$ cat config.mk
export PLATFORM = sky130hd
export DESIGN_NAME = spsa_top
export DESIGN_NICKNAME = d
export VERILOG_FILES = /design/src/spsa_pkg.sv /design/src/spsa_wb_regs.sv /design/src/trig_sync.sv /design/src/perturb_rng.sv /design/src/spsa_channel.sv /design/src/spsa_seq.sv /design/src/dac_out_mux.sv /design/src/spsa_top.sv
export SDC_FILE = /design/constraint.sdc
export NUM_CORES = 1
export LEC_CHECK = 0
export BUFFER_PORTS_ARGS = -buffer_cell sky130_fd_sc_hd__buf_2
export CAP_MARGIN = 20
export CELL_PAD_IN_SITES_DETAIL_PLACEMENT = 1
export CELL_PAD_IN_SITES_GLOBAL_PLACEMENT = 2
export CORE_ASPECT_RATIO = 0.8
export CORE_UTILIZATION = 39
export DETAILED_ROUTE_END_ITERATION = 8
export HOLD_SLACK_MARGIN = 0.05
export PLACE_DENSITY = 0.89
export REMOVE_ABC_BUFFERS = 1
export SETUP_SLACK_MARGIN = 0.15
export SLEW_MARGIN = 10
export SYNTH_ARGS = -nofsm -noshare
export SYNTH_HDL_FRONTEND = slang
export SYNTH_SLANG_ARGS = --single-unit
$ cat constraint.sdc
create_clock -name adc_clk -period 13.1 [get_ports adc_clk]
set_input_delay 0.655 -clock adc_clk [delete_from_list [all_inputs] [get_ports adc_clk]]
set_output_delay 0.655 -clock adc_clk [all_outputs]
set_load 0.005 [all_outputs]
$ cat src/spsa_pkg.sv
package spsa_pkg;

	localparam int ADC_WIDTH = 12;
	localparam int DAC_WIDTH = 14;
	localparam int N_CHAN = 2;
	localparam int DAC_LATENCY_CYCLES = 7;
	localparam int ADC_LATENCY_CYCLES = 10;
	localparam int CNT_WIDTH = 5;
	localparam int DELTA_MAG = 64;
	localparam int GAIN_SHIFT = 4;
	localparam int DAC_MAX = 2 ** DAC_WIDTH - 1;
	localparam logic [DAC_WIDTH-1:0] U_INIT = 14'd8192;
	localparam logic [ADC_WIDTH-1:0] GAIN_INIT = 12'd4;

	localparam int STEP_WIDTH = 16;
	localparam int STEP_MAX = 2 ** (STEP_WIDTH - 1) - 1;
	localparam int STEP_MIN = -(2 ** (STEP_WIDTH - 1));
	localparam int ITER_WIDTH = 16;

	// x^16+x^14+x^13+x^11+1 in right-shifting Galois form.
	localparam int LFSR_WIDTH = 16;
	localparam logic [LFSR_WIDTH-1:0] LFSR_TAPS = 16'hB400;
	localparam logic [N_CHAN-1:0][LFSR_WIDTH-1:0] LFSR_SEED = {16'h5A3C, 16'hACE1};

	localparam int WB_ADR_WIDTH = 3;
	localparam int WB_DATA_WIDTH = 32;
	localparam logic [WB_ADR_WIDTH-1:0] REG_CTRL = 3'd0;
	localparam logic [WB_ADR_WIDTH-1:0] REG_GAIN = 3'd1;
	localparam logic [WB_ADR_WIDTH-1:0] REG_STATUS = 3'd2;
	localparam logic [WB_ADR_WIDTH-1:0] REG_ITER = 3'd3;
	localparam logic [WB_ADR_WIDTH-1:0] REG_U0 = 3'd4;
	localparam logic [WB_ADR_WIDTH-1:0] REG_U1 = 3'd5;

	typedef enum logic [2:0] {
		PH_IDLE,
		PH_PLUS,
		PH_SAMPLE_P,
		PH_MINUS,
		PH_SAMPLE_M,
		PH_UPDATE
	} phase_e;

	typedef enum logic [1:0] {
		SEL_HOLD,
		SEL_PLUS,
		SEL_MINUS
	} dac_sel_e;

	typedef struct packed {
		logic cyc;
		logic stb;
		logic we;
		logic [WB_ADR_WIDTH-1:0] adr;
		logic [WB_DATA_WIDTH-1:0] dat;
	} wb_req_t;

	typedef struct packed {
		logic ack;
		logic [WB_DATA_WIDTH-1:0] dat;
	} wb_rsp_t;

	typedef struct packed {
		logic update;
		logic signed [STEP_WIDTH-1:0] step;
	} chan_ctrl_t;

	typedef struct packed {
		logic [DAC_WIDTH-1:0] u;
		logic [DAC_WIDTH-1:0] u_plus;
		logic [DAC_WIDTH-1:0] u_minus;
	} chan_out_t;

endpackage

$ cat src/spsa_wb_regs.sv
module spsa_wb_regs (
	input logic adc_clk,
	input logic arst_n,
	input spsa_pkg::wb_req_t wb_req,
	output spsa_pkg::wb_rsp_t wb_rsp,
	output logic run,
	output logic [spsa_pkg::ADC_WIDTH-1:0] gain,
	input logic busy,
	input spsa_pkg::phase_e phase,
	input logic [spsa_pkg::ITER_WIDTH-1:0] iter,
	input logic [spsa_pkg::N_CHAN-1:0][spsa_pkg::DAC_WIDTH-1:0] u_rb
);
	import spsa_pkg::*;

	logic req;
	logic ack_q;
	logic [WB_DATA_WIDTH-1:0] dat_q;
	logic [WB_DATA_WIDTH-1:0] rd_data;

	// a request is served once; ack blocks a second hit on the next cycle.
	assign req = wb_req.cyc & wb_req.stb & ~ack_q;

	always_comb begin
		rd_data = '0;
		case (wb_req.adr)
			REG_CTRL: rd_data[0] = run;
			REG_GAIN: rd_data[ADC_WIDTH-1:0] = gain;
			REG_STATUS: rd_data[3:0] = {phase, busy};
			REG_ITER: rd_data[ITER_WIDTH-1:0] = iter;
			REG_U0: rd_data[DAC_WIDTH-1:0] = u_rb[0];
			REG_U1: rd_data[DAC_WIDTH-1:0] = u_rb[1];
			default: rd_data = '0; // unmapped reads return zero.
		endcase
	end

	always_ff @(posedge adc_clk or negedge arst_n) begin
		if (!arst_n) begin
			ack_q <= 1'b0;
			run <= 1'b0;
			gain <= GAIN_INIT;
		end else begin
			ack_q <= req;
			if (req && wb_req.we) begin
				case (wb_req.adr)
					REG_CTRL: run <= wb_req.dat[0];
					REG_GAIN: gain <= wb_req.dat[ADC_WIDTH-1:0];
					default: ; // status, count and setpoints are read only.
				endcase
			end
		end
	end

	always_ff @(posedge adc_clk) begin
		if (req) begin
			dat_q <= rd_data;
		end
	end

	assign wb_rsp.ack = ack_q;
	assign wb_rsp.dat = dat_q;

endmodule

$ cat src/trig_sync.sv
module trig_sync (
	input logic adc_clk,
	input logic arst_n,
	input logic trig_in,
	input logic run,
	output logic trig_pulse
);

	logic [1:0] sync_q;
	logic prev_q;

	// trig_in comes from outside the adc_clk domain.
	always_ff @(posedge adc_clk or negedge arst_n) begin
		if (!arst_n) begin
			sync_q <= 2'b00;
			prev_q <= 1'b0;
			trig_pulse <= 1'b0;
		end else begin
			sync_q <= {sync_q[0], trig_in};
			prev_q <= sync_q[1];
			trig_pulse <= run & sync_q[1] & ~prev_q; // one cycle per rising edge.
		end
	end

endmodule

$ cat src/perturb_rng.sv
module perturb_rng (
	input logic adc_clk,
	input logic arst_n,
	input logic advance,
	output logic [spsa_pkg::N_CHAN-1:0] sign
);
	import spsa_pkg::*;

	logic [N_CHAN-1:0][LFSR_WIDTH-1:0] state;

	// each channel has its own generator so the two signs are uncorrelated.
	always_ff @(posedge adc_clk or negedge arst_n) begin
		if (!arst_n) begin
			state <= LFSR_SEED;
		end else if (advance) begin
			for (int i = 0; i < N_CHAN; i++) begin
				if (state[i][0]) begin
					state[i] <= (state[i] >> 1) ^ LFSR_TAPS;
				end else begin
					state[i] <= state[i] >> 1;
				end
			end
		end
	end

	always_comb begin
		for (int i = 0; i < N_CHAN; i++) begin
			sign[i] = state[i][0]; // 1 means the perturbation is negative.
		end
	end

endmodule

$ cat src/spsa_channel.sv
module spsa_channel (
	input logic adc_clk,
	input logic arst_n,
	input logic sign,
	input spsa_pkg::chan_ctrl_t ctrl,
	output spsa_pkg::chan_out_t out
);
	import spsa_pkg::*;

	localparam int EXT_WIDTH = STEP_WIDTH + 2;

	logic [DAC_WIDTH-1:0] u;
	logic signed [EXT_WIDTH-1:0] delta_ext;
	logic signed [EXT_WIDTH-1:0] pert;
	logic signed [EXT_WIDTH-1:0] step_ext;
	logic signed [EXT_WIDTH-1:0] step_dir;

	// adds a signed offset to a DAC code and clamps to the converter range.
	function automatic logic [DAC_WIDTH-1:0] sat_add(
		input logic [DAC_WIDTH-1:0] base,
		input logic signed [EXT_WIDTH-1:0] delta
	);
		logic signed [EXT_WIDTH-1:0] sum;
		sum = $signed({{(EXT_WIDTH - DAC_WIDTH){1'b0}}, base}) + delta;
		if (sum < 0) begin
			return '0;
		end else if (sum > DAC_MAX) begin
			return DAC_WIDTH'(DAC_MAX);
		end else begin
			return sum[DAC_WIDTH-1:0];
		end
	endfunction

	always_comb begin
		delta_ext = EXT_WIDTH'(DELTA_MAG);
		pert = sign ? -delta_ext : delta_ext;
		// two extra bits keep the negation of the most negative step exact.
		step_ext = EXT_WIDTH'(ctrl.step);
		step_dir = sign ? -step_ext : step_ext;
	end

	always_ff @(posedge adc_clk or negedge arst_n) begin
		if (!arst_n) begin
			u <= U_INIT;
		end else if (ctrl.update) begin
			u <= sat_add(u, step_dir);
		end
	end

	assign out.u = u;
	assign out.u_plus = sat_add(u, pert);
	assign out.u_minus = sat_add(u, -pert);

endmodule

$ cat src/spsa_seq.sv
module spsa_seq (
	input logic adc_clk,
	input logic arst_n,
	input logic trig_pulse,
	input logic [spsa_pkg::ADC_WIDTH-1:0] adc_in,
	input logic [spsa_pkg::ADC_WIDTH-1:0] gain,
	output spsa_pkg::chan_ctrl_t ctrl,
	output logic advance,
	output spsa_pkg::dac_sel_e dac_sel,
	output logic busy,
	output spsa_pkg::phase_e phase,
	output logic [spsa_pkg::ITER_WIDTH-1:0] iter
);
	import spsa_pkg::*;

	localparam int PROD_WIDTH = 2 * ADC_WIDTH + 2;

	logic [CNT_WIDTH-1:0] cnt;
	logic cnt_done;
	logic [ADC_WIDTH-1:0] jp;
	logic [ADC_WIDTH-1:0] jm;
	logic signed [ADC_WIDTH:0] diff;
	logic signed [PROD_WIDTH-1:0] prod;
	logic signed [PROD_WIDTH-1:0] scaled;
	logic signed [STEP_WIDTH-1:0] step;

	assign cnt_done = (cnt == '0);

	// one down-counter times every phase; it is reloaded on each transition.
	always_ff @(posedge adc_clk or negedge arst_n) begin
		if (!arst_n) begin
			phase <= PH_IDLE;
			cnt <= '0;
			iter <= '0;
		end else begin
			case (phase)
				PH_IDLE: begin
					if (trig_pulse) begin
						phase <= PH_PLUS;
						cnt <= CNT_WIDTH'(DAC_LATENCY_CYCLES - 1);
					end
				end
				PH_PLUS, PH_MINUS: begin
					if (cnt_done) begin
						phase <= (phase == PH_PLUS) ? PH_SAMPLE_P : PH_SAMPLE_M;
						cnt <= CNT_WIDTH'(ADC_LATENCY_CYCLES - 1);
					end else begin
						cnt <= cnt - 1'b1;
					end
				end
				PH_SAMPLE_P: begin
					if (cnt_done) begin
						phase <= PH_MINUS;
						cnt <= CNT_WIDTH'(DAC_LATENCY_CYCLES - 1);
					end else begin
						cnt <= cnt - 1'b1;
					end
				end
				PH_SAMPLE_M: begin
					if (cnt_done) begin
						phase <= PH_UPDATE;
					end else begin
						cnt <= cnt - 1'b1;
					end
				end
				PH_UPDATE: begin
					phase <= PH_IDLE;
					iter <= iter + 1'b1;
				end
				default: phase <= PH_IDLE;
			endcase
		end
	end

	// the ADC word is valid on the last cycle of each sample phase.
	always_ff @(posedge adc_clk) begin
		if (phase == PH_SAMPLE_P && cnt_done) begin
			jp <= adc_in;
		end
		if (phase == PH_SAMPLE_M && cnt_done) begin
			jm <= adc_in;
		end
	end

	always_comb begin
		diff = $signed({1'b0, jp}) - $signed({1'b0, jm});
		prod = diff * $signed({1'b0, gain});
		scaled = prod >>> GAIN_SHIFT;
		if (scaled > STEP_MAX) begin
			step = STEP_WIDTH'(STEP_MAX);
		end else if (scaled < STEP_MIN) begin
			step = STEP_WIDTH'(STEP_MIN);
		end else begin
			step = scaled[STEP_WIDTH-1:0];
		end
	end

	always_comb begin
		case (phase)
			PH_PLUS, PH_SAMPLE_P: dac_sel = SEL_PLUS;
			PH_MINUS, PH_SAMPLE_M: dac_sel = SEL_MINUS;
			default: dac_sel = SEL_HOLD;
		endcase
	end

	assign busy = (phase != PH_IDLE);
	assign advance = (phase == PH_UPDATE);
	assign ctrl.update = (phase == PH_UPDATE);
	assign ctrl.step = step; // only taken by the channels while update is high.

endmodule

$ cat src/dac_out_mux.sv
module dac_out_mux (
	input logic adc_clk,
	input logic arst_n,
	input spsa_pkg::dac_sel_e dac_sel,
	input spsa_pkg::chan_out_t [spsa_pkg::N_CHAN-1:0] chan,
	output logic [spsa_pkg::DAC_WIDTH-1:0] dac_a,
	output logic [spsa_pkg::DAC_WIDTH-1:0] dac_b
);
	import spsa_pkg::*;

	logic [N_CHAN-1:0][DAC_WIDTH-1:0] pin_q;

	always_ff @(posedge adc_clk or negedge arst_n) begin
		if (!arst_n) begin
			for (int i = 0; i < N_CHAN; i++) begin
				pin_q[i] <= U_INIT;
			end
		end else begin
			for (int i = 0; i < N_CHAN; i++) begin
				case (dac_sel)
					SEL_PLUS: pin_q[i] <= chan[i].u_plus;
					SEL_MINUS: pin_q[i] <= chan[i].u_minus;
					default: pin_q[i] <= chan[i].u;
				endcase
			end
		end
	end

	assign dac_a = pin_q[0];
	assign dac_b = pin_q[1];

endmodule

$ cat src/spsa_top.sv
module spsa_top (
	input logic adc_clk,
	input logic arst_n,
	input logic trig_in,
	input logic [spsa_pkg::ADC_WIDTH-1:0] adc_in,
	input spsa_pkg::wb_req_t wb_req,
	output spsa_pkg::wb_rsp_t wb_rsp,
	output logic [spsa_pkg::DAC_WIDTH-1:0] dac_a,
	output logic [spsa_pkg::DAC_WIDTH-1:0] dac_b
);
	import spsa_pkg::*;

	logic run;
	logic [ADC_WIDTH-1:0] gain;
	logic busy;
	phase_e phase;
	logic [ITER_WIDTH-1:0] iter;
	logic trig_pulse;
	logic advance;
	logic [N_CHAN-1:0] sign;
	chan_ctrl_t ctrl;
	dac_sel_e dac_sel;
	chan_out_t [N_CHAN-1:0] chan_out;
	logic [N_CHAN-1:0][DAC_WIDTH-1:0] u_rb;

	spsa_wb_regs i_regs (
		.adc_clk(adc_clk),
		.arst_n(arst_n),
		.wb_req(wb_req),
		.wb_rsp(wb_rsp),
		.run(run),
		.gain(gain),
		.busy(busy),
		.phase(phase),
		.iter(iter),
		.u_rb(u_rb)
	);

	trig_sync i_trig (
		.adc_clk(adc_clk),
		.arst_n(arst_n),
		.trig_in(trig_in),
		.run(run),
		.trig_pulse(trig_pulse)
	);

	perturb_rng i_rng (
		.adc_clk(adc_clk),
		.arst_n(arst_n),
		.advance(advance),
		.sign(sign)
	);

	spsa_seq i_seq (
		.adc_clk(adc_clk),
		.arst_n(arst_n),
		.trig_pulse(trig_pulse),
		.adc_in(adc_in),
		.gain(gain),
		.ctrl(ctrl),
		.advance(advance),
		.dac_sel(dac_sel),
		.busy(busy),
		.phase(phase),
		.iter(iter)
	);

	// both channels share the step and differ only in their perturbation sign.
	for (genvar i = 0; i < N_CHAN; i++) begin : g_chan
		spsa_channel i_chan (
			.adc_clk(adc_clk),
			.arst_n(arst_n),
			.sign(sign[i]),
			.ctrl(ctrl),
			.out(chan_out[i])
		);
		assign u_rb[i] = chan_out[i].u;
	end

	dac_out_mux i_mux (
		.adc_clk(adc_clk),
		.arst_n(arst_n),
		.dac_sel(dac_sel),
		.chan(chan_out),
		.dac_a(dac_a),
		.dac_b(dac_b)
	);

endmodule

Word level (Yosys, flattened, before mapping)
Index checks and enable logic that the tools add are counted.

Register bits after elaboration: 170. Input port bits: 53. Output and inout port bits: 61. Logic and storage cells: 124.

$add $sub $neg: 12. Multiply operators: 1. Magnitude comparators: 14. Equality and inequality tests: 17. Multiplexer cells: 38. Bitwise logic cells: 8. Reductions and logical operators: 15.

Operators with widths (number): $mux 14 (12); $add 15x18->18 (6); $gt 18x15->1 const B (6); $lt 18x1->1 const B (6); $mux 18 (4); $mux 16 (4); $pmux 14 s2 (2); $neg 18->18 (2); $pmux 8 s4 (1); $mul 13x13->26 (1); $gt 22x16->1 const B (1); $lt 22x16->1 const B (1); $mux 5 (4); $pmux 5 s4 (1); $neg 16->18 (1); $add 16x1->16 const B (1); $mux 3 (5); $pmux 3 s5 (1); $sub 12x12->13 (1); $eq 3x2->1 const B (4); $eq 3x3->1 const B (4); $pmux 3 s4 (1); $not 3->4 (2); $eq 3x1->1 const B (2); 19 further kinds (32).

Logic depth before layout (Yosys ltp)
Depth in word-level cells: 11. Gate-level depth with buffers: 61. Depth with buffers taken out: 56.

Hierarchy
From an unflattened synthesis, not the netlist that was laid out.

Cells, all modules: 2070. Area, all modules: 19302.3 µm².

Modules (own cells, without submodules): spsa_seq (times used 1, cells each 1023, area each 9266.4 µm², sequential area each 1321.3 µm²); spsa_channel (g_chan[1].i_chan) (times used 1, cells each 355, area each 2770.2 µm², sequential area each 351.6 µm²); spsa_channel (g_chan[0].i_chan) (times used 1, cells each 350, area each 2692.6 µm², sequential area each 351.6 µm²); spsa_wb_regs (times used 1, cells each 127, area each 1677.9 µm², sequential area each 832.0 µm²); dac_out_mux (times used 1, cells each 128, area each 1487.7 µm², sequential area each 703.2 µm²); perturb_rng (times used 1, cells each 82, area each 1298.7 µm², sequential area each 820.8 µm²); trig_sync (times used 1, cells each 5, area each 108.9 µm², sequential area each 100.1 µm²).

Least setup slack after synthesis
OpenSTA, ideal clock, no wires.

Path type: reg-to-reg. From: register i_seq.jp[0]. To: register g_chan[0].i_chan.u[12]. Data arrival time: 11795 ps. Required time: 13018 ps. Setup slack: 1223 ps. Cell stages (with the launch flop): 58. Buffers on the path: 3. Path through: edfxtp_1 inv_1 ha_1 fa_1 nor2b_1 o21ai_0 a21boi_0 o21ai_0 nand2b_1 and2_1 o21ai_0 nand2b_1 a21oi_1 o21bai_1 a21o_1 a21oi_1 and2_1 fa_1 [22 not listed] nor2_1 o21a_1 a21oi_1 o22ai_1 ha_1 or3_1 o21ai_0 a211oi_1 o31ai_1 nand2b_1 a21oi_1 o2111ai_1 xnor2_1 o221ai_1 o211ai_2 o31ai_4 buf_4 a31oi_1.

Word-level cells in the longest chain between the ends: 11.

RTL lines: start, declared (line spsa_seq.sv:20) `logic [ADC_WIDTH-1:0] jp;`; start signal, assigned (line spsa_seq.sv:78) `jp <= adc_in;`; $sub 12x12->13 (*) (line spsa_seq.sv:86) `diff = $signed({1'b0, jp}) - $signed({1'b0, jm});`; $mul 13x13->26 (*) (line spsa_seq.sv:87) `prod = diff * $signed({1'b0, gain});`; $lt 22x16->1 (line spsa_seq.sv:91) `end else if (scaled < STEP_MIN) begin`; $mux 16 (line spsa_seq.sv:91); $mux 16 (*) (line spsa_seq.sv:89) `if (scaled > STEP_MAX) begin`; $neg 16->18 (line spsa_channel.sv:39) `step_dir = sign ? -step_ext : step_ext;`; $mux 18 (*) (line spsa_channel.sv:39); $add 15x18->18 (*) (line spsa_channel.sv:24) `sum = $signed({{(EXT_WIDTH - DAC_WIDTH){1'b0}}, base}) + delta;`; $gt 18x15->1 (line spsa_channel.sv:27) `end else if (sum > DAC_MAX) begin`; $mux 14 (line spsa_channel.sv:27); $mux 14 (*) (line spsa_channel.sv:25) `if (sum < 0) begin`; end signal, assigned (line spsa_channel.sv:46) `u <= sat_add(u, step_dir);`; end, declared (line spsa_channel.sv:12) `logic [DAC_WIDTH-1:0] u;`.

Mark *: on every way between the ends. The rest lies on a longest branch, timed or not. A chain may end at the register's enable or synchronous reset.

Worst setup path in the final report
From: register i_seq.jm[0]. To: register g_chan[0].i_chan.u[5].

Word-level cells in the longest chain between the ends: 11.

RTL lines: start, declared (line spsa_seq.sv:21) `logic [ADC_WIDTH-1:0] jm;`; start signal, assigned (line spsa_seq.sv:81) `jm <= adc_in;`; $sub 12x12->13 (*) (line spsa_seq.sv:86); $mul 13x13->26 (*) (line spsa_seq.sv:87); $lt 22x16->1 (line spsa_seq.sv:91); $mux 16 (line spsa_seq.sv:91); $mux 16 (*) (line spsa_seq.sv:89); $neg 16->18 (line spsa_channel.sv:39); $mux 18 (*) (line spsa_channel.sv:39); $add 15x18->18 (*) (line spsa_channel.sv:24); $gt 18x15->1 (line spsa_channel.sv:27); $mux 14 (line spsa_channel.sv:27); $mux 14 (*) (line spsa_channel.sv:25).

Marked as above.

==> flow_summary.json <==
{
  "fin_area_mm2": 0.0200,
  "dr_wl_met3_mm": 1.68,
  "ys_warn_count": 0,
  "num_rows": 70,
  "rrSetupSlack_ns": 0.91,
  "crit_required_ns": 13.47,
  "fin_nets": 2446,
  "dp_hpwl_mm": 39.0,
  "crit_type": "reg2reg",
  "slew_viol_final": 0,
  "gp_congestion": 0.851,
  "path_max_fanout": 14,
  "grt_usage_pct": 22.2,
  "dpl_cell_area_mm2": 0.0190,
  "dr.max_layer_used": "met4",
  "timing.fmax_ghz": 0.0820,
  "grt_overflow": 0,
  "ff_latch_area_mm2": 0.00448,
  "cts.htree.levels": 4,
  "path_clk_slew_ns": 0.08,
  "grt_max_degree": 87,
  "drt_iter0_markers": 717,
  "ant_nets": 0,
  "syn_area_mm2": 0.0180,
  "initial_utilization_pct": 39.5,
  "critPathBufInv": 7,
  "antenna_cells": 0,
  "synth_cell_type_count": 90,
  "clock_latency_ns": 0.46,
  "tightestPinTransition_ns": 0.932,
  "fin_skew_ns": 0.0159,
  "cp.arrival_ns": 12.55,
  "syn_to_final_growth_pct": 10.8,
  "die_area_mm2": 0.0472,
  "worstHoldPathType": "in2async",
  "via_per_inst": 5.38,
  "grt_pass1_wl_mm": 84.6,
  "ys_ff_latch": 170,
  "synth_top_area_share_pct": 17.2,
  "whs_ns": 0.204,
  "hold_viol": 0,
  "clkSinkCount": 170,
  "drv_cap": 0,
  "rsz0062_at_grt": "no",
  "cts_root_buffer": "clkbuf_16",
  "cp_top_family": "adder cells",
  "rr_endpoint": "g_chan[0].i_chan.u[5]",
  "avgSynthCellArea_um2": 8.80,
  "start_kind": "register",
  "synth-async-reset-ratio_pct": 76.5,
  "drive_gt1_share_pct": 12.9,
  "yosysSeqAreaShare_pct": 24.8,
  "clock_path_buffers": 2,
  "post-route-period-util_pct": 93.0,
  "synthTopCellsByArea": "fa_1 17%, dfrtp_1 15%, ha_1 9.5%",
  "relSlewSlack_pct": 37.8,
  "setup_violations": 0,
  "antenna_found_initial": 1,
  "synth_top_area_cell": "fa_1",
  "cpPeakStageDelay_ns": 0.63,
  "end_kind": "register",
  "fillers": 5320,
  "wl_per_cell_um": 18.6,
  "cts_tree": "done",
  "worstReg2RegStart": "i_seq.jm[0]",
  "crit_path_frequent_cell": "fa_1",
  "synth_edf_count": 40,
  "layout_common_cells": "296 x inv_1, 245 x nand2_1, 153 x fa_1",
  "grt_pass1_vias": 16100,
  "die_h_um": 194,
  "dpl_worst_slack_ns": -0.393,
  "design.core.area_mm2": 0.0457,
  "wl_met2_mm": 25.0,
  "drc": 0,
  "numCtsBuffers": 17,
  "pin_count": 114,
  "wl_met1_mm": 23.3,
  "first_pass_iters": 7,
  "synthCells": 2051,
  "r2r_cells": 57,
  "synth_flop_cell": "dfrtp_1",
  "status": "completed",
  "layout_setup_ws_ns": 0.911,
  "cp_slowest_cell": "fa_2",
  "setup_tns_ns": 0,
  "die_width_um": 243,
  "io_buffer_count": 77,
  "vias": 14666,
  "finalWirelength_mm": 50.8,
  "layout_min_cycle_time_ns": 12.19,
  "multi_input_area_mm2": 0.0122,
  "final_common_cell": "inv_1",
  "postCtsHoldBufs": 0
}
## logic make-up after synthesis
logic type                 share of synthesized area, %
DFF                                                24.8
xor gates and xnor gates                           5.46
muxes                                              2.61
other                                            0.0208
buffers and inverters                              9.03
AOI/OAI and AO/OA                                  15.3
and+or+nand+nor                                    16.0
adders and majority gates                          26.7
## cell usage after synthesis, drive strengths merged, types with 3 or more instances
master  instances
and2           76
edfxtp         40
mux2i          29
nor4            4
o22a            4
a21boi          5
xnor2          71
nand2b         29
a311oi         18
dfstp          21
inv           298
xor2           39
a211oi         10
o21ai          95
nor3b           3
o31ai          10
mux2           14
o22ai          19
fa            155
ha            137
clkbuf         77
a211o           3
nand2         246
o211ai         11
nand3b          6
nor2b          23
or3            12
o21a            8
nor2          115
a21o           36
and3           10
a21oi         131
nand3          34
a31oi          25
dfrtp         109
o21bai         16
or2             4
buf            30
or4             3
nor3           32
nand4           5
## flip-flops by register name, summed over array words and instances, names as in the netlist, 2 cells and up
| signal | flops |
|---|---|
| i_seq.jp | 12 |
| i_regs.gain | 12 |
| i_mux.dac_a | 14 |
| i_rng.state | 30 |
| i_seq.jm | 12 |
| i_seq.cnt | 5 |
| i_seq.phase | 3 |
| i_rng.sign | 2 |
| i_trig.sync_q | 2 |
| i_seq.iter | 16 |
| i_regs.dat_q | 16 |
| i_mux.dac_b | 14 |
| g_chan.i_chan.u | 28 |
## repair_timing
item / 4_1_cts / 5_1_grt
setup buffers: 1 / 7
resized for setup: 12 / 44
pin swaps: 1 / 12
endpoints found under the setup margin: 28 / 28
## metrics by stage
step | utilization (%) | cells
after floorplan | - | 1959
after global placement | 41.6 | 2684
after detailed placement | 41.6 | 2684
after CTS | 43.1 | 2717
after global routing | 43.7 | 2726
final | 43.7 | 2726
## metal layers
metal	GRT usage [%]	vias to the layer above
li1	-	6804
met1	29.9	7544
met2	38.4	271
met3	2.07	47
met4	5.44	0
met5	0	-
## worst max-delay path by stage
stage,from,end,depth (start not counted)
floorplan,i_seq.jp[0],g_chan[1].i_chan.u[12],52
global placement,i_seq.jp[0],g_chan[0].i_chan.u[1],56
detailed placement,i_seq.jp[0],g_chan[0].i_chan.u[5],56
CTS,i_seq.jm[0],g_chan[0].i_chan.u[5],54
global route,i_seq.jm[0],g_chan[1].i_chan.u[12],55
finish,i_seq.jm[0],g_chan[0].i_chan.u[5],57
## cell type report
cell class | count | share of cell area [%]
clock buffers | 17 | 2.13
well taps | 612 | 3.83
inverters | 300 | 5.67
repair buffers | 123 | 3.87
clock inverters | 15 | 0.889
multi-input cells | 1489 | 61.2
flip-flops and latches | 170 | 22.4
Power is left out: the tool's default activity adds up to more than one toggle a clock period on the data nets, which glitch-free logic cannot reach.
